File: config.mk
export PLATFORM = sky130hd
export DESIGN_NAME = executeStage
export DESIGN_NICKNAME = d
export VERILOG_FILES = /design/src/hw/aluPkg.sv /design/src/hw/arithUnit.sv /design/src/hw/condCheck.sv /design/src/hw/executeStage.sv /design/src/hw/logicShiftUnit.sv /design/src/hw/masterAlu.sv
export VERILOG_INCLUDE_DIRS = /design/src /design/src/include
export SDC_FILE = /design/constraint.sdc
export NUM_CORES = 2
export LEC_CHECK = 0
export BUFFER_PORTS_ARGS = -buffer_cell sky130_fd_sc_hd__buf_2
export CAP_MARGIN = 20
export CORE_ASPECT_RATIO = 1.2
export CORE_MARGIN = 5
export CORE_UTILIZATION = 53
export CTS_CLUSTER_SIZE = 40
export DETAILED_ROUTE_END_ITERATION = 10
export PLACE_DENSITY = 0.73
export SETUP_SLACK_MARGIN = 0.15
export SLEW_MARGIN = 5
export SYNTH_ARGS = -nofsm -noshare
export SYNTH_HDL_FRONTEND = slang
export SYNTH_SLANG_ARGS = --single-unit
File: constraint.sdc
create_clock -name clk -period 8.7 [get_ports clk]
set_input_delay 0.435 -clock clk [delete_from_list [all_inputs] [get_ports clk]]
set_output_delay 0.435 -clock clk [all_outputs]
set_load 0.01 [all_outputs]
File: src/include/execute_cfg.svh
/* execute stage configuration
   operand width and shift-amount field width */

`ifndef EXECUTE_CFG_SVH
`define EXECUTE_CFG_SVH

// operand and result width
`define DATA_WIDTH 32

// shift amount field inside the IV word
`define SHAMT_WIDTH 5

`endif

File: src/hw/aluPkg.sv
/* ALU types shared by the execute stage
   opcodes, condition codes, flags, instruction word and result */

`include "execute_cfg.svh"

package aluPkg;

    // 1100 to 1111 are memory ops, not executed here
    typedef enum logic [3:0] {
        opAdd    = 4'b0000,
        opSub    = 4'b0001,
        opMul    = 4'b0010,
        opOr     = 4'b0011,
        opAnd    = 4'b0100,
        opXor    = 4'b0101,
        opMovImm = 4'b0110,
        opMov    = 4'b0111,
        opLsr    = 4'b1000,
        opLsl    = 4'b1001,
        opRor    = 4'b1010,
        opCmp    = 4'b1011
    } opCodeT;

    typedef enum logic [3:0] {
        condEq = 4'b0000,
        condNe = 4'b0001,
        condCs = 4'b0010,
        condCc = 4'b0011,
        condMi = 4'b0100,
        condPl = 4'b0101,
        condVs = 4'b0110,
        condVc = 4'b0111,
        condHi = 4'b1000,
        condLs = 4'b1001,
        condGe = 4'b1010,
        condLt = 4'b1011,
        condGt = 4'b1100,
        condLe = 4'b1101,
        condAl = 4'b1110,
        condNv = 4'b1111
    } condT;

    typedef struct packed {
        logic n;
        logic z;
        logic c;
        logic v;
    } flagsT;

    typedef struct packed {
        logic [10:0]             rsvd;
        logic [`SHAMT_WIDTH-1:0] amount;
    } shiftFieldT;

    // immediate for move-immediate, shift amount for the shifts
    typedef union packed {
        logic [15:0] imm16;
        shiftFieldT  shift;
    } ivWordT;

    typedef struct packed {
        opCodeT opCode;
        condT   cond;
        logic   setFlags;
        ivWordT iv;
    } aluInstrT;

    typedef struct packed {
        logic                   valid;
        logic                   wrEn;
        logic [`DATA_WIDTH-1:0] value;
    } execResultT;

endpackage

File: src/hw/arithUnit.sv
/* arithmetic unit
   add, subtract, compare and multiply with NZCV */

`timescale 1ns/1ps
`include "execute_cfg.svh"

module arithUnit
    import aluPkg::*;
(
    input  opCodeT                 opCode,
    input  logic [`DATA_WIDTH-1:0] regA,
    input  logic [`DATA_WIDTH-1:0] regB,
    input  flagsT                  flagsIn,
    output logic [`DATA_WIDTH-1:0] value,
    output flagsT                  flagsOut
);

    logic                   isSub;
    logic                   isMul;
    logic [`DATA_WIDTH-1:0] opB;
    logic [`DATA_WIDTH:0]   sum;
    logic [`DATA_WIDTH-1:0] product;

    // subtract and compare share the adder as A + ~B + 1
    assign isSub = (opCode == opSub) || (opCode == opCmp);
    assign isMul = (opCode == opMul);

    assign opB = isSub ? ~regB : regB;

    // extra bit catches the carry out, which for subtract means no borrow
    assign sum = {1'b0, regA} + {1'b0, opB} + {{`DATA_WIDTH{1'b0}}, isSub};

    // low word of the product only
    assign product = regA * regB;

    always_comb
    begin
        flagsOut = flagsIn;
        if (isMul)
        begin
            value = product;
            flagsOut.n = product[`DATA_WIDTH-1];
            flagsOut.z = (product == '0);
        end
        else
        begin
            value = sum[`DATA_WIDTH-1:0];
            flagsOut.n = sum[`DATA_WIDTH-1];
            flagsOut.z = (sum[`DATA_WIDTH-1:0] == '0);
            flagsOut.c = sum[`DATA_WIDTH];
            // overflow when both inputs agree in sign and the sum does not
            flagsOut.v = (regA[`DATA_WIDTH-1] == opB[`DATA_WIDTH-1]) &&
                         (sum[`DATA_WIDTH-1] != regA[`DATA_WIDTH-1]);
        end
    end

endmodule

File: src/hw/condCheck.sv
/* condition check
   decides from NZCV whether an instruction executes */

`timescale 1ns/1ps
`include "execute_cfg.svh"

module condCheck
    import aluPkg::*;
(
    input  condT  cond,
    input  flagsT flags,
    output logic  execute
);

    always_comb
    begin
        unique case (cond)
            condEq: execute = flags.z;
            condNe: execute = !flags.z;
            condCs: execute = flags.c;
            condCc: execute = !flags.c;
            condMi: execute = flags.n;
            condPl: execute = !flags.n;
            condVs: execute = flags.v;
            condVc: execute = !flags.v;
            // unsigned higher / lower or same
            condHi: execute = flags.c && !flags.z;
            condLs: execute = !flags.c || flags.z;
            // signed compares
            condGe: execute = (flags.n == flags.v);
            condLt: execute = (flags.n != flags.v);
            condGt: execute = !flags.z && (flags.n == flags.v);
            condLe: execute = flags.z || (flags.n != flags.v);
            condAl: execute = 1'b1;
            // NV never executes
            default: execute = 1'b0;
        endcase
    end

    // AL must pass whatever the flags hold
    always_comb
    begin
        if (cond == condAl)
        begin
            alwaysExec: assert final (execute)
                else $error("condCheck: AL did not execute");
        end
    end

endmodule

File: src/hw/executeStage.sv
/* execute stage top
   one-cycle registered result strobe and the NZCV flag register */

`timescale 1ns/1ps
`include "execute_cfg.svh"

module executeStage
    import aluPkg::*;
(
    input  logic                   clk,
    input  logic                   rstN,
    input  logic                   issue,
    input  aluInstrT               instr,
    input  logic [`DATA_WIDTH-1:0] regA,
    input  logic [`DATA_WIDTH-1:0] regB,
    output execResultT             done,
    output flagsT                  flags
);

    logic [`DATA_WIDTH-1:0] aluResult;
    logic                   aluWrEn;
    flagsT                  nextFlags;

    // combinational datapath, works on the flags held right now
    masterAlu iAlu (
        .instr     (instr),
        .regA      (regA),
        .regB      (regB),
        .flags     (flags),
        .aluResult (aluResult),
        .aluWrEn   (aluWrEn),
        .nextFlags (nextFlags)
    );

    // result strobe, one pulse per issue
    always_ff @(posedge clk)
    begin
        if (!rstN)
        begin
            done <= '0;
        end
        else
        begin
            done.valid <= issue;
            done.wrEn  <= issue && aluWrEn;
            if (issue)
                done.value <= aluResult;
        end
    end

    // NZCV register, only moves on an issue
    always_ff @(posedge clk)
    begin
        if (!rstN)
            flags <= '0;
        else if (issue)
            flags <= nextFlags;
    end

    // no issue in one cycle means the flags hold through the next
    flagsHold: assert property (@(posedge clk) disable iff (!rstN)
        !issue |=> $stable(flags))
        else $error("executeStage: flags changed without an issue");

endmodule

File: src/hw/logicShiftUnit.sv
/* logic and shift unit
   bitwise ops, moves and shifts of regB, with N, Z and shifter carry */

`timescale 1ns/1ps
`include "execute_cfg.svh"

module logicShiftUnit
    import aluPkg::*;
(
    input  opCodeT                 opCode,
    input  logic [`DATA_WIDTH-1:0] regB,
    input  logic [`DATA_WIDTH-1:0] regA,
    input  ivWordT                 iv,
    input  flagsT                  flagsIn,
    output logic [`DATA_WIDTH-1:0] value,
    output flagsT                  flagsOut
);

    logic [`SHAMT_WIDTH-1:0]  shAmt;
    logic                     isShift;
    logic                     isMove;
    logic                     shCarry;
    logic [`DATA_WIDTH:0]     lsrWide;
    logic [`DATA_WIDTH:0]     lslWide;
    logic [2*`DATA_WIDTH-1:0] rorWide;

    assign shAmt   = iv.shift.amount;
    assign isShift = (opCode == opLsr) || (opCode == opLsl) || (opCode == opRor);
    assign isMove  = (opCode == opMov) || (opCode == opMovImm);

    // one guard bit on each side holds the last bit shifted out
    assign lsrWide = {regB, 1'b0} >> shAmt;
    assign lslWide = {1'b0, regB} << shAmt;
    // rotate as a shift of the doubled word
    assign rorWide = {regB, regB} >> shAmt;

    always_comb
    begin
        value   = '0;
        shCarry = flagsIn.c;
        unique case (opCode)
            opOr:  value = regA | regB;
            opAnd: value = regA & regB;
            opXor: value = regA ^ regB;
            // zero extended immediate
            opMovImm: value[15:0] = iv.imm16;
            opMov: value = regB;
            opLsr:
            begin
                value   = lsrWide[`DATA_WIDTH:1];
                shCarry = lsrWide[0];
            end
            opLsl:
            begin
                value   = lslWide[`DATA_WIDTH-1:0];
                shCarry = lslWide[`DATA_WIDTH];
            end
            opRor:
            begin
                value   = rorWide[`DATA_WIDTH-1:0];
                shCarry = rorWide[`DATA_WIDTH-1];
            end
            default: value = '0;
        endcase
    end

    // v always passes through, moves leave everything alone
    always_comb
    begin
        flagsOut = flagsIn;
        if (!isMove)
        begin
            flagsOut.n = value[`DATA_WIDTH-1];
            flagsOut.z = (value == '0);
        end
        // shift by 0 keeps C
        if (isShift && (shAmt != '0))
            flagsOut.c = shCarry;
    end

    always_comb
    begin
        if (isShift && (shAmt == '0))
        begin
            zeroShift: assert final (value == regB)
                else $error("logicShiftUnit: shift by 0 altered regB");
        end
    end

endmodule

File: src/hw/masterAlu.sv
/* master ALU
   opcode dispatch to the units, gated by the condition and the S bit */

`timescale 1ns/1ps
`include "execute_cfg.svh"

module masterAlu
    import aluPkg::*;
(
    input  aluInstrT               instr,
    input  logic [`DATA_WIDTH-1:0] regA,
    input  logic [`DATA_WIDTH-1:0] regB,
    input  flagsT                  flags,
    output logic [`DATA_WIDTH-1:0] aluResult,
    output logic                   aluWrEn,
    output flagsT                  nextFlags
);

    logic                   execute;
    logic                   updFlags;
    logic [`DATA_WIDTH-1:0] arithValue;
    logic [`DATA_WIDTH-1:0] logicValue;
    flagsT                  arithFlags;
    flagsT                  logicFlags;
    flagsT                  unitFlags;

    condCheck iCond (
        .cond    (instr.cond),
        .flags   (flags),
        .execute (execute)
    );

    arithUnit iArith (
        .opCode   (instr.opCode),
        .regA     (regA),
        .regB     (regB),
        .flagsIn  (flags),
        .value    (arithValue),
        .flagsOut (arithFlags)
    );

    logicShiftUnit iLogic (
        .opCode   (instr.opCode),
        .regB     (regB),
        .regA     (regA),
        .iv       (instr.iv),
        .flagsIn  (flags),
        .value    (logicValue),
        .flagsOut (logicFlags)
    );

    always_comb
    begin
        aluResult = '0;
        aluWrEn   = 1'b0;
        unitFlags = flags;
        updFlags  = 1'b0;
        unique case (instr.opCode)
            opAdd, opSub, opMul:
            begin
                aluResult = arithValue;
                aluWrEn   = execute;
                unitFlags = arithFlags;
                updFlags  = execute && instr.setFlags;
            end
            opOr, opAnd, opXor, opMovImm, opMov, opLsr, opLsl, opRor:
            begin
                aluResult = logicValue;
                aluWrEn   = execute;
                unitFlags = logicFlags;
                updFlags  = execute && instr.setFlags;
            end
            // compare sets flags even without S and writes nothing
            opCmp:
            begin
                unitFlags = arithFlags;
                updFlags  = execute;
            end
            // memory path opcodes are not executed here
            default: updFlags = 1'b0;
        endcase
        nextFlags = updFlags ? unitFlags : flags;
    end

    always_comb
    begin
        if (!execute)
        begin
            skipKeepsFlags: assert final (nextFlags == flags)
                else $error("masterAlu: flags changed on failed condition");
        end
    end

endmodule

== Word level (Yosys, flattened, before mapping) ==
Index checks and enable logic that the tools add are counted.
Operators by class
  $add $sub $neg: 2
  $mul: 1
  equality and inequality tests: 33
  shifts and indexed selects: 3
  multiplexer cells: 14
  bitwise operators: 6
  reductions and logical operators: 30
Operators with widths (number)
  $pmux W16 S8: 1
  $pmux W16 S7: 1
  $logic_not A32 Y1: 3
  $mux W32: 2
  $pmux W32 S2: 1
  $shr A64 B5 Y32: 1
  $eq A4 B4 Y1 const B: 11
  $add A32 B32 Y33: 1
  $add A33 B1 Y33: 1
  $shl A32 B5 Y33: 1
  $shr A33 B5 Y33: 1
  $and A32 B32 Y32: 1
  $eq A4 B3 Y1 const B: 8
  $mul A32 B32 Y32: 1
  $not A32 Y32: 1
  $or A32 B32 Y32: 1
  $xor A32 B32 Y32: 1
  $eq A4 B2 Y1 const B: 4
  $pmux W1 S15: 1
  $reduce_or A11 Y1: 1
  $eq A4 B1 Y1 const B: 2
  $logic_not A4 Y1: 2
  $pmux W4 S2: 1
  $reduce_or A8 Y1: 1
  other kinds (19): 40
Word-level totals
  flip-flop bits (word level): 38
  output and inout port bits: 38
  logic and storage cells: 96

== Longest topological paths before layout ==
  depth after elaboration: 9
  depth in mapped cells: 32
  gate-level depth less buffers: 29

== By module ==
From an unflattened synthesis, not the netlist that was laid out.
Unflattened totals
  cell total of the unflattened synthesis: 3380
  area total of the unflattened synthesis: 29279.3 sq um
Modules (own cells, without submodules)
  arithUnit: instances 1, cells each 2105, area an instance 18255.0 sq um, sequential area each 0.0 sq um
  logicShiftUnit: instances 1, cells each 998, area an instance 8559.5 sq um, sequential area each 0.0 sq um
  executeStage: instances 1, cells each 120, area an instance 1421.4 sq um, sequential area each 760.7 sq um
  masterAlu: instances 1, cells each 129, area an instance 849.6 sq um, sequential area each 0.0 sq um
  condCheck: instances 1, cells each 28, area an instance 193.9 sq um, sequential area each 0.0 sq um

== Worst setup path after synthesis ==
OpenSTA, ideal clock, no wires.
  path kind: input to register
  start point: input port regB[5]
  end point: register flags[2] (netlist name)
  arrival: 8.096 ns
  required time: 8.607 ns
  path slack: 0.511 ns
  cell stages on the path: 30
  buffers on the path: 3
  path through: clkbuf_1 -> inv_1 -> buf_1 -> nor2_1 -> fa_1 -> fa_1 -> fa_1 -> inv_1 -> fa_1 -> inv_1 -> fa_1 -> inv_1 -> fa_1 -> inv_1 -> fa_1 -> fa_1 -> ha_1 -> clkbuf_1 -> a21oi_1 -> o21ai_0 -> a2111oi_4 -> a211oi_1 -> or2_4 -> a21oi_2 -> xnor2_1 -> or4_1 -> nor4b_2 -> nand4_1 -> o32a_1 -> o311ai_2
On the way
  word-level cells in the longest chain between the ends: 7
  elaborated cells on any way between the ends: 19
  classes of those cells: add/sub (2); mul (1); shift (3); mux (6); bitwise (4); reduce/logical (3)
Ends and longest elaborated chain
  from (decl): line executeStage.sv:15  | input logic [`DATA_WIDTH-1:0] regB,
  $not A32 Y32: line arithUnit.sv:28  | assign opB = isSub ? ~regB : regB;
  $mux W32: line arithUnit.sv:28
  $add A32 B32 Y33: line arithUnit.sv:31  | assign sum = {1'b0, regA} + {1'b0, opB} + {{`DATA_WIDTH{1'b0}}, isSub};
  $add A33 B1 Y33: line arithUnit.sv:31
  $logic_not A32 Y1: line arithUnit.sv:49  | flagsOut.z = (sum[`DATA_WIDTH-1:0] == '0);
  $mux W2: line arithUnit.sv:39  | if (isMul)
  $pmux W4 S2 (*): line masterAlu.sv:58  | unique case (instr.opCode)
Every way passes the cells marked *; elsewhere a longest branch is shown, timed or not. The select of a mux whose other input is x is not followed.
A chain may end at the register's enable or synchronous reset.

== Final worst setup path ==
  start point: input port regA[7]
  end point: register flags[2] (netlist name)
On the way
  word-level cells in the longest chain between the ends: 5
  elaborated cells on any way between the ends: 13
  classes of those cells: add/sub (2); mul (1); mux (4); bitwise (3); reduce/logical (3)
Ends and longest elaborated chain
  from (decl): line executeStage.sv:14  | input logic [`DATA_WIDTH-1:0] regA,
  branches (longest 4 deep; another with $mul A32 B32 Y32)
  $pmux W4 S2 (*): line masterAlu.sv:58
Mark *: on every way between the ends. The select of a mux whose other input is x is not followed.

==> results.md <==
- Chip height: 248 um
- Post-synth EDFFs: 0
- Die Span X: approximately 210 um
- Residual DRC: 0
- First-pass GRT wire length: 168000 um
- Dpl ws: roughly 0.31 ns
- H-tree levels: 2
- Largest net degree at the start of global routing: 82
- Synth warnings: 0
- Row count: 87
- GRT Total Usage: 0.440
- Commonest non-fill, non-tap cell in the layout: nor2_1
- Clock Skews: 0.00403 ns
- Clock Latency Late Sink: 0.28 ns
- #FFs+latches synth: 38
- Fmax achieved: 0.120 GHz
- First drt pass iteration count: 6
- CP Class: primary input to flip-flop
- Total die area: 0.0515 mm^2
- Async SR Flop Fraction: 0
- Top_reg_cell synth: dfxtp_1
- Non-filler instance count after layout: 3931
- Tmin final: around 8.3 ns
- Final worst path period share: 0.956
- Top cell type's share of synthesized area: 0.329
- Total CTS buffers: 5
- Worst slew margin: 0.263
- Mapped Cells: roughly 3200
- Layout Nets: between 4000 and 5000
- Count of cells resized by post-cts repair: 0
- Final global-route overflow total: 0
- Worst path most repeated cell: fa_1
- Maxcap violations: 0
- Hold Crit Class: flip-flop to flip-flop
- Post-DP HPWL: 95400 um
- Yosys cell types: 85
- Fill cells: 4425
- Post-synthesis cell area: approximately 0.025 mm^2
- Crit Path Max Fanout: 7
- Number of routed nets with antenna violations: 0
- Clock slew at reported path FFs: roughly 0.060 ns
- Core area: 0.0468 mm^2
- Crit-path max cell delay: 0.72 ns
- CP endpoint kind: flip-flop
- # Post-CTS Setup Buffers: 0
- Crit path DAT: about 8.5 ns
- Actual slew at the worst max-slew pin: 1.11 ns
- Hold Buf Count CTS: 0
- Antenna violations before repair: 5
- I/O pin cnt: 130
- Gp weighted congestion: 1.12
- Syn Area/Cell: just under 8 um^2
- Vias in the first global route: 26100
- Final hold violation count: 0
- Via density: 6.45
- Setup TNS: 0 ns
- Critical path launch point type: primary input
- TritonCTS clock tree: built
- CTS max path bufs: 2
- Required @ worst endpoint: between 8 and 9 ns
- Port bufs: 129
- Max-slew violation count: 0
- Outcome: finished clean
- Final WL: roughly 120000 um
- Synth top area cells: fa_1 33%, ha_1 11%, nor2_1 6.8%, inv_1 6.7%, nand2_1 5.6%
- Clock sinks: 38
- Commonest non-fill, non-tap cells in the layout: 452 x nor2_1, 442 x inv_1, 409 x fa_1
- Vias: 25400
- Initial drt markers: 3195
- Placed cells: 3918
- Initial Utilization: 0.532
- Crit path max-delay cell type: o41ai_2
- Setup-failing EPs final: 0
- Net count after synthesis: 3892
- Syn-to-layout area delta: 9.26%
- Top cell type by total area after synthesis: fa_1
- Routed len/inst: 29.6 um
- RSZ-0062 raised after global routing: no
- Ratio of cells with drive above 1 in the final layout: 0.128
- CTS Root Cell: clkbuf_16
- Setup WS post-layout: 0.379 ns
- Register area share after synthesis: 0.0305
critical path, delay by kind of cell:
family / cells / cell delay, ns
buf+inv: 8 / 1.08
compound gates: 7 / 1.97
fa+ha+maj: 9 / 3.73
simple gates: 5 / 1.27
routing by layer:
metal  part of all wire  track usage  up-vias
li1                   -            -    10500
met2               0.42        0.673     1942
met5                  0            0        -
met1               0.35        0.536    12300
met4               0.10        0.330        0
met3               0.13        0.115      596
metrics by stage:
stage               area (um^2)  utilization  hold WS (ns)
floorplan                 24900            -         0.490
global placement          27000        0.578         0.453
detailed placement        27100        0.578         0.460
CTS                       27200        0.581         0.474
global route              27200        0.582         0.490
finish                    27200        0.582         0.468
cell usage after synthesis (25+ instances only):
| cell type | instances |
|---|---|
| nor2_1 | 452 |
| inv_1 | 442 |
| fa_1 | 409 |
| nand2_1 | 374 |
| ha_1 | 218 |
| a21oi_1 | 175 |
| o21ai_0 | 136 |
| clkbuf_1 | 133 |
| xnor2_1 | 115 |
| mux2i_1 | 85 |
| mux2_2 | 60 |
| buf_1 | 45 |
| dfxtp_1 | 38 |
| a21o_1 | 35 |
| nor3_1 | 31 |
| xor2_1 | 29 |
| a22oi_1 | 25 |
sequential cells by signal, summed over array words and instances, names as in the netlist:
signal and cells:
done 34, flags 4
worst paths after layout:
kind         startpoint       end  slack, ns  depth (start not counted)
min            done[23]  done[23]       0.47                          2
max reg2reg    flags[0]  flags[2]       5.40                         12
max             regA[7]  flags[2]       0.38                         29
min reg2reg    done[23]  done[23]       0.47                          2
cell type report:
cell class,instances,area [um^2],share of cell area
Multi-Input combinational cell,2476,21700,0.796
Timing Repair Buffer,317,2110,0.0774
Inverter,465,1750,0.0641
Tap cell,623,779,0.0286
Sequential cell,38,761,0.0279
Clock buffer,6,139,0.00510
Clock inverter,2,12.5,0.000459
Antenna cell,4,10.0,0.000368
cell families (layout without fill, tap and decap cells):
group                    after synthesis  count (layout)  share of synthesized area
flip-flops                            38              38                     0.0305
AO/OA/AOI/OAI                        567             567                      0.144
XOR/XNOR                             145             145                     0.0515
AND/OR/NAND/NOR                      980             980                      0.163
buffers and inverters                659             790                      0.100
multiplexers                         157             157                     0.0721
adder cells (fa/ha/maj)              627             627                      0.438
other                                  0               4                          0
Power is not shown: default switching activity piles up to over one toggle a cycle in this logic, so the estimate is an artifact.
